File: config.mk
export PLATFORM = sky130hd
export DESIGN_NAME = l2_id_system
export DESIGN_NICKNAME = d
export VERILOG_FILES = /design/src/cache_pkg.sv /design/src/mem_bus_if.sv /design/src/l1_cache.sv /design/src/priority_interconnect.sv /design/src/l2_id_system.sv
export VERILOG_INCLUDE_DIRS = /design/src
export SDC_FILE = /design/constraint.sdc
export NUM_CORES = 2
export LEC_CHECK = 0
export BUFFER_PORTS_ARGS = -buffer_cell sky130_fd_sc_hd__buf_4
export CAP_MARGIN = 20
export CORE_MARGIN = 2
export CORE_UTILIZATION = 40
export DETAILED_ROUTE_END_ITERATION = 8
export RECOVER_POWER = 100
export SLEW_MARGIN = 25
export SYNTH_ARGS = -nofsm -noshare
export SYNTH_HDL_FRONTEND = slang
export SYNTH_HIERARCHICAL = 1
export SYNTH_MEMORY_MAX_BITS = 65536
export SYNTH_SLANG_ARGS = --single-unit
File: constraint.sdc
create_clock -name clk -period 14.1 [get_ports clk]
set_clock_uncertainty 0.15 [all_clocks]
set_input_delay 2.115 -clock clk [delete_from_list [all_inputs] [get_ports clk]]
set_output_delay 2.115 -clock clk [all_outputs]
set_load 0.005 [all_outputs]
File: src/cache_config.svh
`ifndef CACHE_CONFIG_SVH
`define CACHE_CONFIG_SVH

//////////////////////////////////////////////////
// Cache geometry
//////////////////////////////////////////////////

// Byte address width seen by both front ports
`define CACHE_ADDR_W 32

// Word width, front end and memory
`define CACHE_DATA_W 32

// Line index width, 16 lines per cache
`define CACHE_LINE_OFF_W 4

// Word offset width, 4 words per line
`define CACHE_WORD_OFF_W 2

// Tag width follows from the above
// addr_w - byte offset - line_off_w - word_off_w

`endif

File: src/cache_pkg.sv
package cache_pkg;

`include "cache_config.svh"

   //////////////////////////////////////////////////
   // Vector types
   //////////////////////////////////////////////////

   typedef logic [`CACHE_DATA_W-1:0]   word_t;   // Data word
   typedef logic [`CACHE_DATA_W/8-1:0] strb_t;   // Byte enables

   // Word address, byte offset bits stripped
   typedef logic [`CACHE_ADDR_W-$clog2(`CACHE_DATA_W/8)-1:0] waddr_t;

   typedef logic [`CACHE_LINE_OFF_W-1:0] line_idx_t;  // Line select
   typedef logic [`CACHE_WORD_OFF_W-1:0] word_off_t;  // Word in line

   // Upper word address bits above index and offset
   typedef logic [`CACHE_ADDR_W-$clog2(`CACHE_DATA_W/8)
                  -`CACHE_LINE_OFF_W-`CACHE_WORD_OFF_W-1:0] tag_t;

   // L1 controller states
   typedef enum logic [1:0] {
      CACHE_IDLE,    // Waiting for a front request
      CACHE_FILL,    // Line refill, one word per beat
      CACHE_WRITE    // Single write-through beat
   } cache_state_t;

endpackage

File: src/mem_bus_if.sv
`timescale 1ns/1ps

// Native valid/ready memory bus
// Request held stable until the ready pulse
interface mem_bus_if;

   logic              valid;  // Request strobe
   cache_pkg::waddr_t addr;   // Word address
   cache_pkg::word_t  wdata;  // Write data
   cache_pkg::strb_t  wstrb;  // Zero means read
   cache_pkg::word_t  rdata;  // Valid with ready on reads
   logic              ready;  // One cycle acknowledge

   // Cache side
   modport master (
      output valid, addr, wdata, wstrb,
      input  rdata, ready
   );

   // Interconnect side
   modport slave (
      input  valid, addr, wdata, wstrb,
      output rdata, ready
   );

endinterface

File: src/l1_cache.sv
`timescale 1ns/1ps
`include "cache_config.svh"

// Direct-mapped write-through L1, no write allocate
module l1_cache (
   input  logic              clk,
   input  logic              i_reset,
   // Front port
   input  logic              i_valid,
   input  cache_pkg::waddr_t i_addr,
   input  cache_pkg::word_t  i_wdata,
   input  cache_pkg::strb_t  i_wstrb,
   output cache_pkg::word_t  o_rdata,
   output logic              o_ready,
   // Memory side
   mem_bus_if.master         m_bus
);

   localparam int N_LINES = 2 ** `CACHE_LINE_OFF_W;
   localparam int N_WORDS = 2 ** (`CACHE_LINE_OFF_W + `CACHE_WORD_OFF_W);
   localparam int N_BYTES = `CACHE_DATA_W / 8;

   //////////////////////////////////////////////////
   // Storage
   //////////////////////////////////////////////////

   logic [N_LINES-1:0]  valid_q;           // Line valid bits
   cache_pkg::tag_t     tag_q  [N_LINES];  // Tag per line
   cache_pkg::word_t    data_q [N_WORDS];  // Line data, idx:off

   cache_pkg::cache_state_t state_q;
   cache_pkg::word_off_t    cnt_q;         // Fill beat counter

   // Memory request registers
   logic              mem_valid_q;
   cache_pkg::waddr_t mem_addr_q;
   cache_pkg::word_t  mem_wdata_q;
   cache_pkg::strb_t  mem_wstrb_q;

   //////////////////////////////////////////////////
   // Address split and lookup
   //////////////////////////////////////////////////

   cache_pkg::tag_t      req_tag;
   cache_pkg::line_idx_t req_idx;
   cache_pkg::word_off_t req_off;

   // Front holds addr stable until ready, so it is used directly
   assign req_off = i_addr[`CACHE_WORD_OFF_W-1:0];
   assign req_idx = i_addr[`CACHE_WORD_OFF_W +: `CACHE_LINE_OFF_W];
   assign req_tag = i_addr[$bits(cache_pkg::waddr_t)-1 :
                           `CACHE_WORD_OFF_W + `CACHE_LINE_OFF_W];

   logic hit;
   logic is_write;

   assign hit      = valid_q[req_idx] && (tag_q[req_idx] == req_tag);
   assign is_write = |i_wstrb;   // Any strobe set means write

   // Decode of this cycle's events
   logic accept;
   logic rd_hit;
   logic rd_miss;
   logic wr_start;
   logic mem_ack;
   logic fill_ack;
   logic fill_last;
   logic wr_ack;

   // No accept in the ready cycle, front still shows the old valid
   assign accept    = (state_q == cache_pkg::CACHE_IDLE) && i_valid && !o_ready;
   assign rd_hit    = accept && !is_write && hit;
   assign rd_miss   = accept && !is_write && !hit;
   assign wr_start  = accept && is_write;
   assign mem_ack   = mem_valid_q && m_bus.ready;
   assign fill_ack  = (state_q == cache_pkg::CACHE_FILL) && mem_ack;
   assign fill_last = fill_ack && (cnt_q == '1);
   assign wr_ack    = (state_q == cache_pkg::CACHE_WRITE) && mem_ack;

   //////////////////////////////////////////////////
   // Control FSM
   //////////////////////////////////////////////////

   always_ff @(posedge clk) begin
      if (i_reset) begin
         state_q     <= cache_pkg::CACHE_IDLE;
         valid_q     <= '0;
         cnt_q       <= '0;
         mem_valid_q <= 1'b0;
         o_ready     <= 1'b0;
      end else begin
         o_ready <= rd_hit || fill_last || wr_ack;   // Always a single pulse
         case (state_q)
            cache_pkg::CACHE_IDLE: begin
               if (rd_miss) begin
                  state_q          <= cache_pkg::CACHE_FILL;
                  valid_q[req_idx] <= 1'b0;   // Line is being replaced
                  cnt_q            <= '0;
                  mem_valid_q      <= 1'b1;
               end else if (wr_start) begin
                  state_q     <= cache_pkg::CACHE_WRITE;
                  mem_valid_q <= 1'b1;
               end
            end
            cache_pkg::CACHE_FILL: begin
               if (fill_ack) begin
                  cnt_q <= cnt_q + 1'b1;
                  if (fill_last) begin
                     valid_q[req_idx] <= 1'b1;   // Whole line present
                     mem_valid_q      <= 1'b0;
                     state_q          <= cache_pkg::CACHE_IDLE;
                  end
               end
            end
            cache_pkg::CACHE_WRITE: begin
               if (wr_ack) begin
                  mem_valid_q <= 1'b0;
                  state_q     <= cache_pkg::CACHE_IDLE;
               end
            end
            default: state_q <= cache_pkg::CACHE_IDLE;
         endcase
      end
   end

   //////////////////////////////////////////////////
   // Data path
   //////////////////////////////////////////////////

   always_ff @(posedge clk) begin
      if (rd_hit) begin
         o_rdata <= data_q[{req_idx, req_off}];
      end

      // Fill starts at the line base
      if (rd_miss) begin
         mem_addr_q  <= {req_tag, req_idx, {`CACHE_WORD_OFF_W{1'b0}}};
         mem_wdata_q <= '0;
         mem_wstrb_q <= '0;
      end

      // Write goes out unchanged
      if (wr_start) begin
         mem_addr_q  <= i_addr;
         mem_wdata_q <= i_wdata;
         mem_wstrb_q <= i_wstrb;
      end

      if (fill_ack) begin
         data_q[{req_idx, cnt_q}] <= m_bus.rdata;
         if (cnt_q == req_off) begin
            o_rdata <= m_bus.rdata;   // Requested word on its beat
         end
         // Next ascending word, wraps harmlessly after the last
         mem_addr_q <= {req_tag, req_idx, cache_pkg::word_off_t'(cnt_q + 1'b1)};
         if (fill_last) begin
            tag_q[req_idx] <= req_tag;
         end
      end

      // Byte merge on write hit only
      if (wr_ack && hit) begin
         for (int b = 0; b < N_BYTES; b++) begin
            if (mem_wstrb_q[b]) begin
               data_q[{req_idx, req_off}][8*b +: 8] <= mem_wdata_q[8*b +: 8];
            end
         end
      end
   end

   // Memory bus driven straight from registers
   assign m_bus.valid = mem_valid_q;
   assign m_bus.addr  = mem_addr_q;
   assign m_bus.wdata = mem_wdata_q;
   assign m_bus.wstrb = mem_wstrb_q;

endmodule

File: src/priority_interconnect.sv
`timescale 1ns/1ps

// Two masters onto one memory port
// Highest valid slot wins, instruction master in slot 1
module priority_interconnect (
   input  logic              clk,
   input  logic              i_reset,
   // Masters
   mem_bus_if.slave          s_instr,
   mem_bus_if.slave          s_data,
   // Memory port
   output logic              o_mem_valid,
   output cache_pkg::waddr_t o_mem_addr,
   output cache_pkg::word_t  o_mem_wdata,
   output cache_pkg::strb_t  o_mem_wstrb,
   input  cache_pkg::word_t  i_mem_rdata,
   input  logic              i_mem_ready
);

   localparam int N_MASTERS = 2;

   // Leading-one mask, keeps only the top set bit
   function automatic logic [N_MASTERS-1:0] lead_one(input logic [N_MASTERS-1:0] v);
      logic [N_MASTERS:0]   zeros_above;   // No valid at or above bit
      logic [N_MASTERS-1:0] mask;
      zeros_above[N_MASTERS] = 1'b1;
      for (int i = N_MASTERS - 1; i >= 0; i--) begin
         zeros_above[i] = zeros_above[i+1] & ~v[i];
         mask[i]        = zeros_above[i+1] & v[i];
      end
      return mask;
   endfunction

   //////////////////////////////////////////////////
   // Grant
   //////////////////////////////////////////////////

   logic [N_MASTERS-1:0] m_valid;
   logic [N_MASTERS-1:0] gnt;       // One-hot, or zero when idle
   logic [N_MASTERS-1:0] gnt_q;     // Held grant
   logic                 busy_q;    // Transaction open

   assign m_valid = {s_instr.valid, s_data.valid};
   assign gnt     = busy_q ? gnt_q : lead_one(m_valid);

   always_ff @(posedge clk) begin
      if (i_reset) begin
         busy_q <= 1'b0;
         gnt_q  <= '0;
      end else if (!busy_q) begin
         gnt_q <= gnt;
         // Zero-wait ready closes it in the same cycle
         busy_q <= o_mem_valid && !i_mem_ready;
      end else if (i_mem_ready) begin
         busy_q <= 1'b0;   // Released on the ack
      end
   end

   //////////////////////////////////////////////////
   // Request mux
   //////////////////////////////////////////////////

   always_comb begin
      o_mem_valid = |(gnt & m_valid);
      o_mem_addr  = '0;
      o_mem_wdata = '0;
      o_mem_wstrb = '0;
      if (gnt[1]) begin
         o_mem_addr  = s_instr.addr;
         o_mem_wdata = s_instr.wdata;
         o_mem_wstrb = s_instr.wstrb;
      end else if (gnt[0]) begin
         o_mem_addr  = s_data.addr;
         o_mem_wdata = s_data.wdata;
         o_mem_wstrb = s_data.wstrb;
      end
   end

   // Response goes to the granted master only
   assign s_instr.ready = gnt[1] & i_mem_ready;
   assign s_instr.rdata = gnt[1] ? i_mem_rdata : '0;
   assign s_data.ready  = gnt[0] & i_mem_ready;
   assign s_data.rdata  = gnt[0] ? i_mem_rdata : '0;

endmodule

File: src/l2_id_system.sv
`timescale 1ns/1ps

// Instruction and data L1 caches sharing one memory port
module l2_id_system (
   input  logic              clk,
   input  logic              i_reset,
   // Instruction front port
   input  logic              i_instr_valid,
   input  cache_pkg::waddr_t i_instr_addr,
   input  cache_pkg::word_t  i_instr_wdata,
   input  cache_pkg::strb_t  i_instr_wstrb,
   output cache_pkg::word_t  o_instr_rdata,
   output logic              o_instr_ready,
   // Data front port
   input  logic              i_data_valid,
   input  cache_pkg::waddr_t i_data_addr,
   input  cache_pkg::word_t  i_data_wdata,
   input  cache_pkg::strb_t  i_data_wstrb,
   output cache_pkg::word_t  o_data_rdata,
   output logic              o_data_ready,
   // Shared memory port
   output logic              o_mem_valid,
   output cache_pkg::waddr_t o_mem_addr,
   output cache_pkg::word_t  o_mem_wdata,
   output cache_pkg::strb_t  o_mem_wstrb,
   input  cache_pkg::word_t  i_mem_rdata,
   input  logic              i_mem_ready
);

   //////////////////////////////////////////////////
   // Cache to interconnect buses
   //////////////////////////////////////////////////

   mem_bus_if instr_bus ();
   mem_bus_if data_bus ();

   l1_cache l1_instr (
      .clk     (clk),
      .i_reset (i_reset),
      .i_valid (i_instr_valid),
      .i_addr  (i_instr_addr),
      .i_wdata (i_instr_wdata),
      .i_wstrb (i_instr_wstrb),
      .o_rdata (o_instr_rdata),
      .o_ready (o_instr_ready),
      .m_bus   (instr_bus)
   );

   l1_cache l1_data (
      .clk     (clk),
      .i_reset (i_reset),
      .i_valid (i_data_valid),
      .i_addr  (i_data_addr),
      .i_wdata (i_data_wdata),
      .i_wstrb (i_data_wstrb),
      .o_rdata (o_data_rdata),
      .o_ready (o_data_ready),
      .m_bus   (data_bus)
   );

   // Instruction side has priority
   priority_interconnect cache_inter (
      .clk         (clk),
      .i_reset     (i_reset),
      .s_instr     (instr_bus),
      .s_data      (data_bus),
      .o_mem_valid (o_mem_valid),
      .o_mem_addr  (o_mem_addr),
      .o_mem_wdata (o_mem_wdata),
      .o_mem_wstrb (o_mem_wstrb),
      .i_mem_rdata (i_mem_rdata),
      .i_mem_ready (i_mem_ready)
   );

endmodule

==> impl_summary.txt <==
----------------------------------------------------
[Run status]
  Status ... finished, violations left
  Violations in the final reports ... max-capacitance violations, max-slew violations

[Worst setup path]
  Worst setup path category ... in -> reg
  Required time of the critical path ... 14560 ps
  Origin of the critical flop-to-flop path ... cache_inter/busy_q
  Worst path max stage delay ... 2170 ps
  Arr. time, crit path ... between 10000 and 15000 ps
  Slack of the worst reg-to-reg path ... approximately 4700 ps
  Master of the slowest instance on the critical path ... sky130_fd_sc_hd__o31ai_1
  Critical path startpoint category ... input port
  Highest fanout seen on the critical path ... 73
  Most used cell along the critical path ... sky130_fd_sc_hd__clkbuf_1
  Start point of the critical path ... i_data_addr[2]
  Setup crit end kind ... flop
  Critical Path, Cell by Cell ... buf_8 -> clkbuf_1 -> mux4_2 -> mux2i_1 -> xor2_1 -> nand2_1 -> nor4_1 -> o2111ai_1 -> clkbuf_1 -> o31ai_1 -> a21boi_2 -> nor2_1

[Yosys]
  Post-synthesis sequential element count ... between 5000 and 6000
  Syn Nets ... between 10000 and 15000
  Count of warnings emitted by yosys ... 6
  Area leader, netlist ... sky130_fd_sc_hd__edfxtp_1
  Leading post-synthesis cells by cell area ... sky130_fd_sc_hd__edfxtp_1, sky130_fd_sc_hd__mux4_2, sky130_fd_sc_hd__mux2i_1, sky130_fd_sc_hd__nor2_1, sky130_fd_sc_hd__dfxtp_1
  EDFF count, synth ... 4996
  Main synth FF type ... sky130_fd_sc_hd__edfxtp_1
  Netlist area before placement ... between 200000 and 250000 um2
  Share of synthesized flip-flops with an asynchronous set or reset ... 0%
  Unique cell type count in the Yosys netlist ... 82
  Portion of the post-synthesis area used by sequential elements ... 74.7%
  Post-Syn Area per Cell ... approximately 21 um2
  Synth Instances ... 9850
  Share of the synthesized area in the top cell type ... between 70% and 80%

[Timing]
  Worst slew slack as a fraction of its limit ... -142%
  Number of setup violations in the final report ... 0
  Worst Tran Pin Value ... 3620 ps
  Highest clock frequency the design can meet ... between 90 and 100 MHz
  Final count of pins violating max slew ... between 1000 and 1500
  Unrepaired setup endpoints after global routing ... no
  Fin crit period ... 10940 ps
  Setup Total Neg Slack ... 0 ps
  Final hold vios ... 0
  Share of the clock period used by the worst path after layout ... 77.6%

[GRT]
  Number of global-route vias before repair ... 105469
  Number of antenna violations at the first check in global routing ... 63
  First-pass GRT wire length ... roughly 850 mm
  Largest net degree at the start of global routing ... around 140
  GR Util All Layers ... 23.1%
  GR Overflow Total ... 0

[Die]
  Die outline width ... ~720 um
  Initial standard-cell utilization of the core ... 40.1%
  Area of the core ... between 500000 and 600000 um2
  Number of top-level design ports ... just over 300
  Die Ht ... ~700 um
  Die ar. ... between 500000 and 600000 um2
  Number of placement rows ... 262

[Detailed routing]
  Via-per-instance ratio ... roughly 6
  Number of antenna-violating nets in the routed design ... 0
  Wirelength per Cell ... approximately 35 um
  Residual DRC ... 0
  Number of search-and-repair iterations in the first detailed-routing pass ... 6
  WL final ... between 600 and 700 mm
  DR vias ... about 110k
  1st-iter DRT viols ... approximately 15000

[Layout]
  Number of nets in the finished design ... between 10000 and 15000
  Post-route standard cell area excluding fillers ... between 200000 and 250000 um2
  Area Overhead vs Synth ... 12.7%
  Fraction of final layout cells sized beyond drive strength 1 ... approximately a quarter

[Power]
  Net switching power of the design ... between 7 and 8 mW
  Combinational cell fraction of total power ... just under 8%
  Cell Int Power ... 25.6 mW
  Pwr per Cell Area ... 145 nW/um2
  Portion of total power attributed to sequential cells ... between 50% and 60%
  Overall power consumption ... around 33 mW
  Clock power share ... about two fifths
  Net Sw Frac ... roughly 23%
  Leakage power summed over all cells ... about 73 nW
  Highest ir drop seen on vdd ... 124 uV

[Clock network]
  Clock latency of the later-clocked register in the worst-skew pair ... roughly 1100 ps
  Number of buffers added for setup after CTS ... 0
  Clock tree from TritonCTS ... built
  Number of sinks handled by clock tree synthesis ... slightly above 5000
  Largest buffer count on any clock path ... 4
  Clock transition at the registers of the reported paths ... about 70 ps
  Cts-stage hold buffer count ... 0
  Number of buffers inserted during clock tree synthesis ... 484
  Gates resized, CTS repair ... 0
  Clock root buffer master ... sky130_fd_sc_hd__clkbuf_16
  CTS H-Tree Depth ... 5

[Placed design]
  Final HPWL from detailed placement ... 385 mm
  Placed cell area ... 215000 um2
  # port buffers ... ~300
  Final weighted congestion in routability-driven placement ... 0.884

[Flow run]
  # Max-Cap Violations ... 53

[Worst hold path]
  Worst Hold Class ... reg -> reg

----------------------------------------------------
==> sequential cells by signal, indices dropped and copies added (netlist names), 4 cells and up, named ones only <==
name                  flops
l1_data/data_q         2048
l1_instr/data_q        2048
l1_data/tag_q           384
l1_instr/tag_q          384
l1_data/m_bus.wdata      32
l1_data/o_rdata          32
l1_instr/m_bus.wdata     32
l1_instr/o_rdata         32
l1_data/m_bus.addr       30
l1_instr/m_bus.addr      30
l1_data/m_bus.wstrb       4
l1_instr/m_bus.wstrb      4
==> area by class of cell <==
class | instances | area (um2)
fill | 42354 | 279000
sequential | 5107 | 152000
multi-input combinational | 4095 | 48400
clock buffer | 578 | 12700
tap | 6732 | 8420
timing repair buffer | 573 | 3900
clock inverter | 329 | 3540
inverter | 40 | 166
antenna | 42 | 105
==> logic make-up (layout without fill, tap and decap cells) <==
| group | after synthesis | count (layout) | share of synthesized area, % |
|---|---|---|---|
| and+or+nand+nor | 1580 | 1580 | 3.83 |
| adders and majority gates | 8 | 8 | 0.0491 |
| other | 0 | 42 | 0 |
| AOI/OAI and AO/OA | 792 | 792 | 3.38 |
| buffers and inverters | 648 | 1520 | 1.52 |
| muxes | 1653 | 1653 | 16.2 |
| DFF | 5107 | 5107 | 74.7 |
| xor gates and xnor gates | 62 | 62 | 0.267 |
==> per-stage QoR <==
step                cells  setup slack [ps]  utilization [%]  hold WS [ps]
floorplan            9850              6970                -           295
global placement    16524              4740             42.2           310
detailed placement  16544              5050             42.2           318
CTS                 17451              6190             45.4           329
global route        17464              2780             45.2           346
finish              17496              3160             45.2           330
==> final timing paths <==
path / endpoint / depth (start not counted)
setup / recovery: l1_data/data_q[13][5] / 12
hold / removal: flop / 2
hold reg to reg: flop / 2
setup reg to reg: l1_instr/data_q[27][11] / 9
==> cell usage after synthesis, drive strengths merged, types with 10 or more instances <==
cell and instances:
o22ai 28, dfxtp 111, inv 40, o32ai 10, a221o 72, mux2 89, nand2b 50, o311ai 68
nor2b 73, nor2 621, nor4 18, and3 44, and2 160, nand3b 58, buf 319, clkbuf 289
nand3 40, or3 10, o21ai 91, and4bb 18, mux2i 252, a31oi 10, a211oi 24, a21oi 71
nor3 34, a22o 48, edfxtp 4996, nor4bb 50, o211ai 32, a221oi 56, xnor2 24, xor2 38
and2b 12, o221ai 10, nand2 369, a21boi 97, a311o 10, mux4 1312, a22oi 99
==> power groups by stage <==
stage	sequential, mW	combinational (mW)	clock (mW)
after detailed placement	17.6	2.62	0
after global placement	17.6	2.55	0
after global routing	17.3	2.71	14.1
after CTS	17.3	2.62	13.5
final	17.3	2.61	13.4
after floorplan	17.5	1.35	0
==> worst max-delay path, delay by kind of cell <==
| family | cells | cell delay, ps |
|---|---|---|
| XOR/XNOR | 1 | 440 |
| buffers and inverters | 3 | 3250 |
| AO/OA/AOI/OAI | 3 | 3650 |
| AND/OR/NAND/NOR | 3 | 930 |
| multiplexers | 2 | 870 |
==> metal layers <==
| layer | vias to the layer above | GRT usage, % | share of wire (%) |
|---|---|---|---|
| met5 | - | 0 | 0.016 |
| met4 | 16 | 7.68 | 4.0 |
| met3 | 1040 | 6.18 | 12 |
| met2 | 6661 | 35.3 | 45 |
| met1 | 57103 | 32.2 | 39 |
| li1 | 41886 | - | - |
==> cell usage in the layout, fill, tap and decap left out, types with 25 or more instances in the layout <==
cell                         Yosys  routed
sky130_fd_sc_hd__edfxtp_1     4996    4996
sky130_fd_sc_hd__mux4_2       1312    1312
sky130_fd_sc_hd__nor2_1        619     597
sky130_fd_sc_hd__clkbuf_16       0     493
sky130_fd_sc_hd__nand2_1       369     368
sky130_fd_sc_hd__buf_4          15     313
sky130_fd_sc_hd__mux2i_1       252     252
sky130_fd_sc_hd__clkbuf_1      288     248
sky130_fd_sc_hd__dfxtp_1       111     108
sky130_fd_sc_hd__and2_1        160      99
sky130_fd_sc_hd__a22oi_1        99      99
sky130_fd_sc_hd__clkinv_2        0      99
sky130_fd_sc_hd__clkinv_1        0      90
sky130_fd_sc_hd__mux2_2         54      80
sky130_fd_sc_hd__o21ai_0        75      75
sky130_fd_sc_hd__a221o_1        72      72
sky130_fd_sc_hd__nor2b_1        73      69
sky130_fd_sc_hd__a21oi_1        71      69
sky130_fd_sc_hd__clkbuf_4        1      69
sky130_fd_sc_hd__bufinv_16       0      66
sky130_fd_sc_hd__and2_0          0      60
sky130_fd_sc_hd__nand3b_1       58      58
sky130_fd_sc_hd__o311ai_0       56      57
sky130_fd_sc_hd__a221oi_1       56      56
sky130_fd_sc_hd__a21boi_0       28      53
sky130_fd_sc_hd__nor4bb_1       50      50
sky130_fd_sc_hd__nand2b_1       50      50
sky130_fd_sc_hd__a22o_1         48      48
sky130_fd_sc_hd__diode_2         0      42
sky130_fd_sc_hd__and3_1         44      42
sky130_fd_sc_hd__clkinvlp_4      0      38
sky130_fd_sc_hd__nand3_1        40      38
sky130_fd_sc_hd__xor2_1         38      38
sky130_fd_sc_hd__inv_1          36      36
sky130_fd_sc_hd__o211ai_1       32      32
sky130_fd_sc_hd__o22ai_1        28      28
sky130_fd_sc_hd__nor3_1         30      25
(Power assumes the default switching activity.)
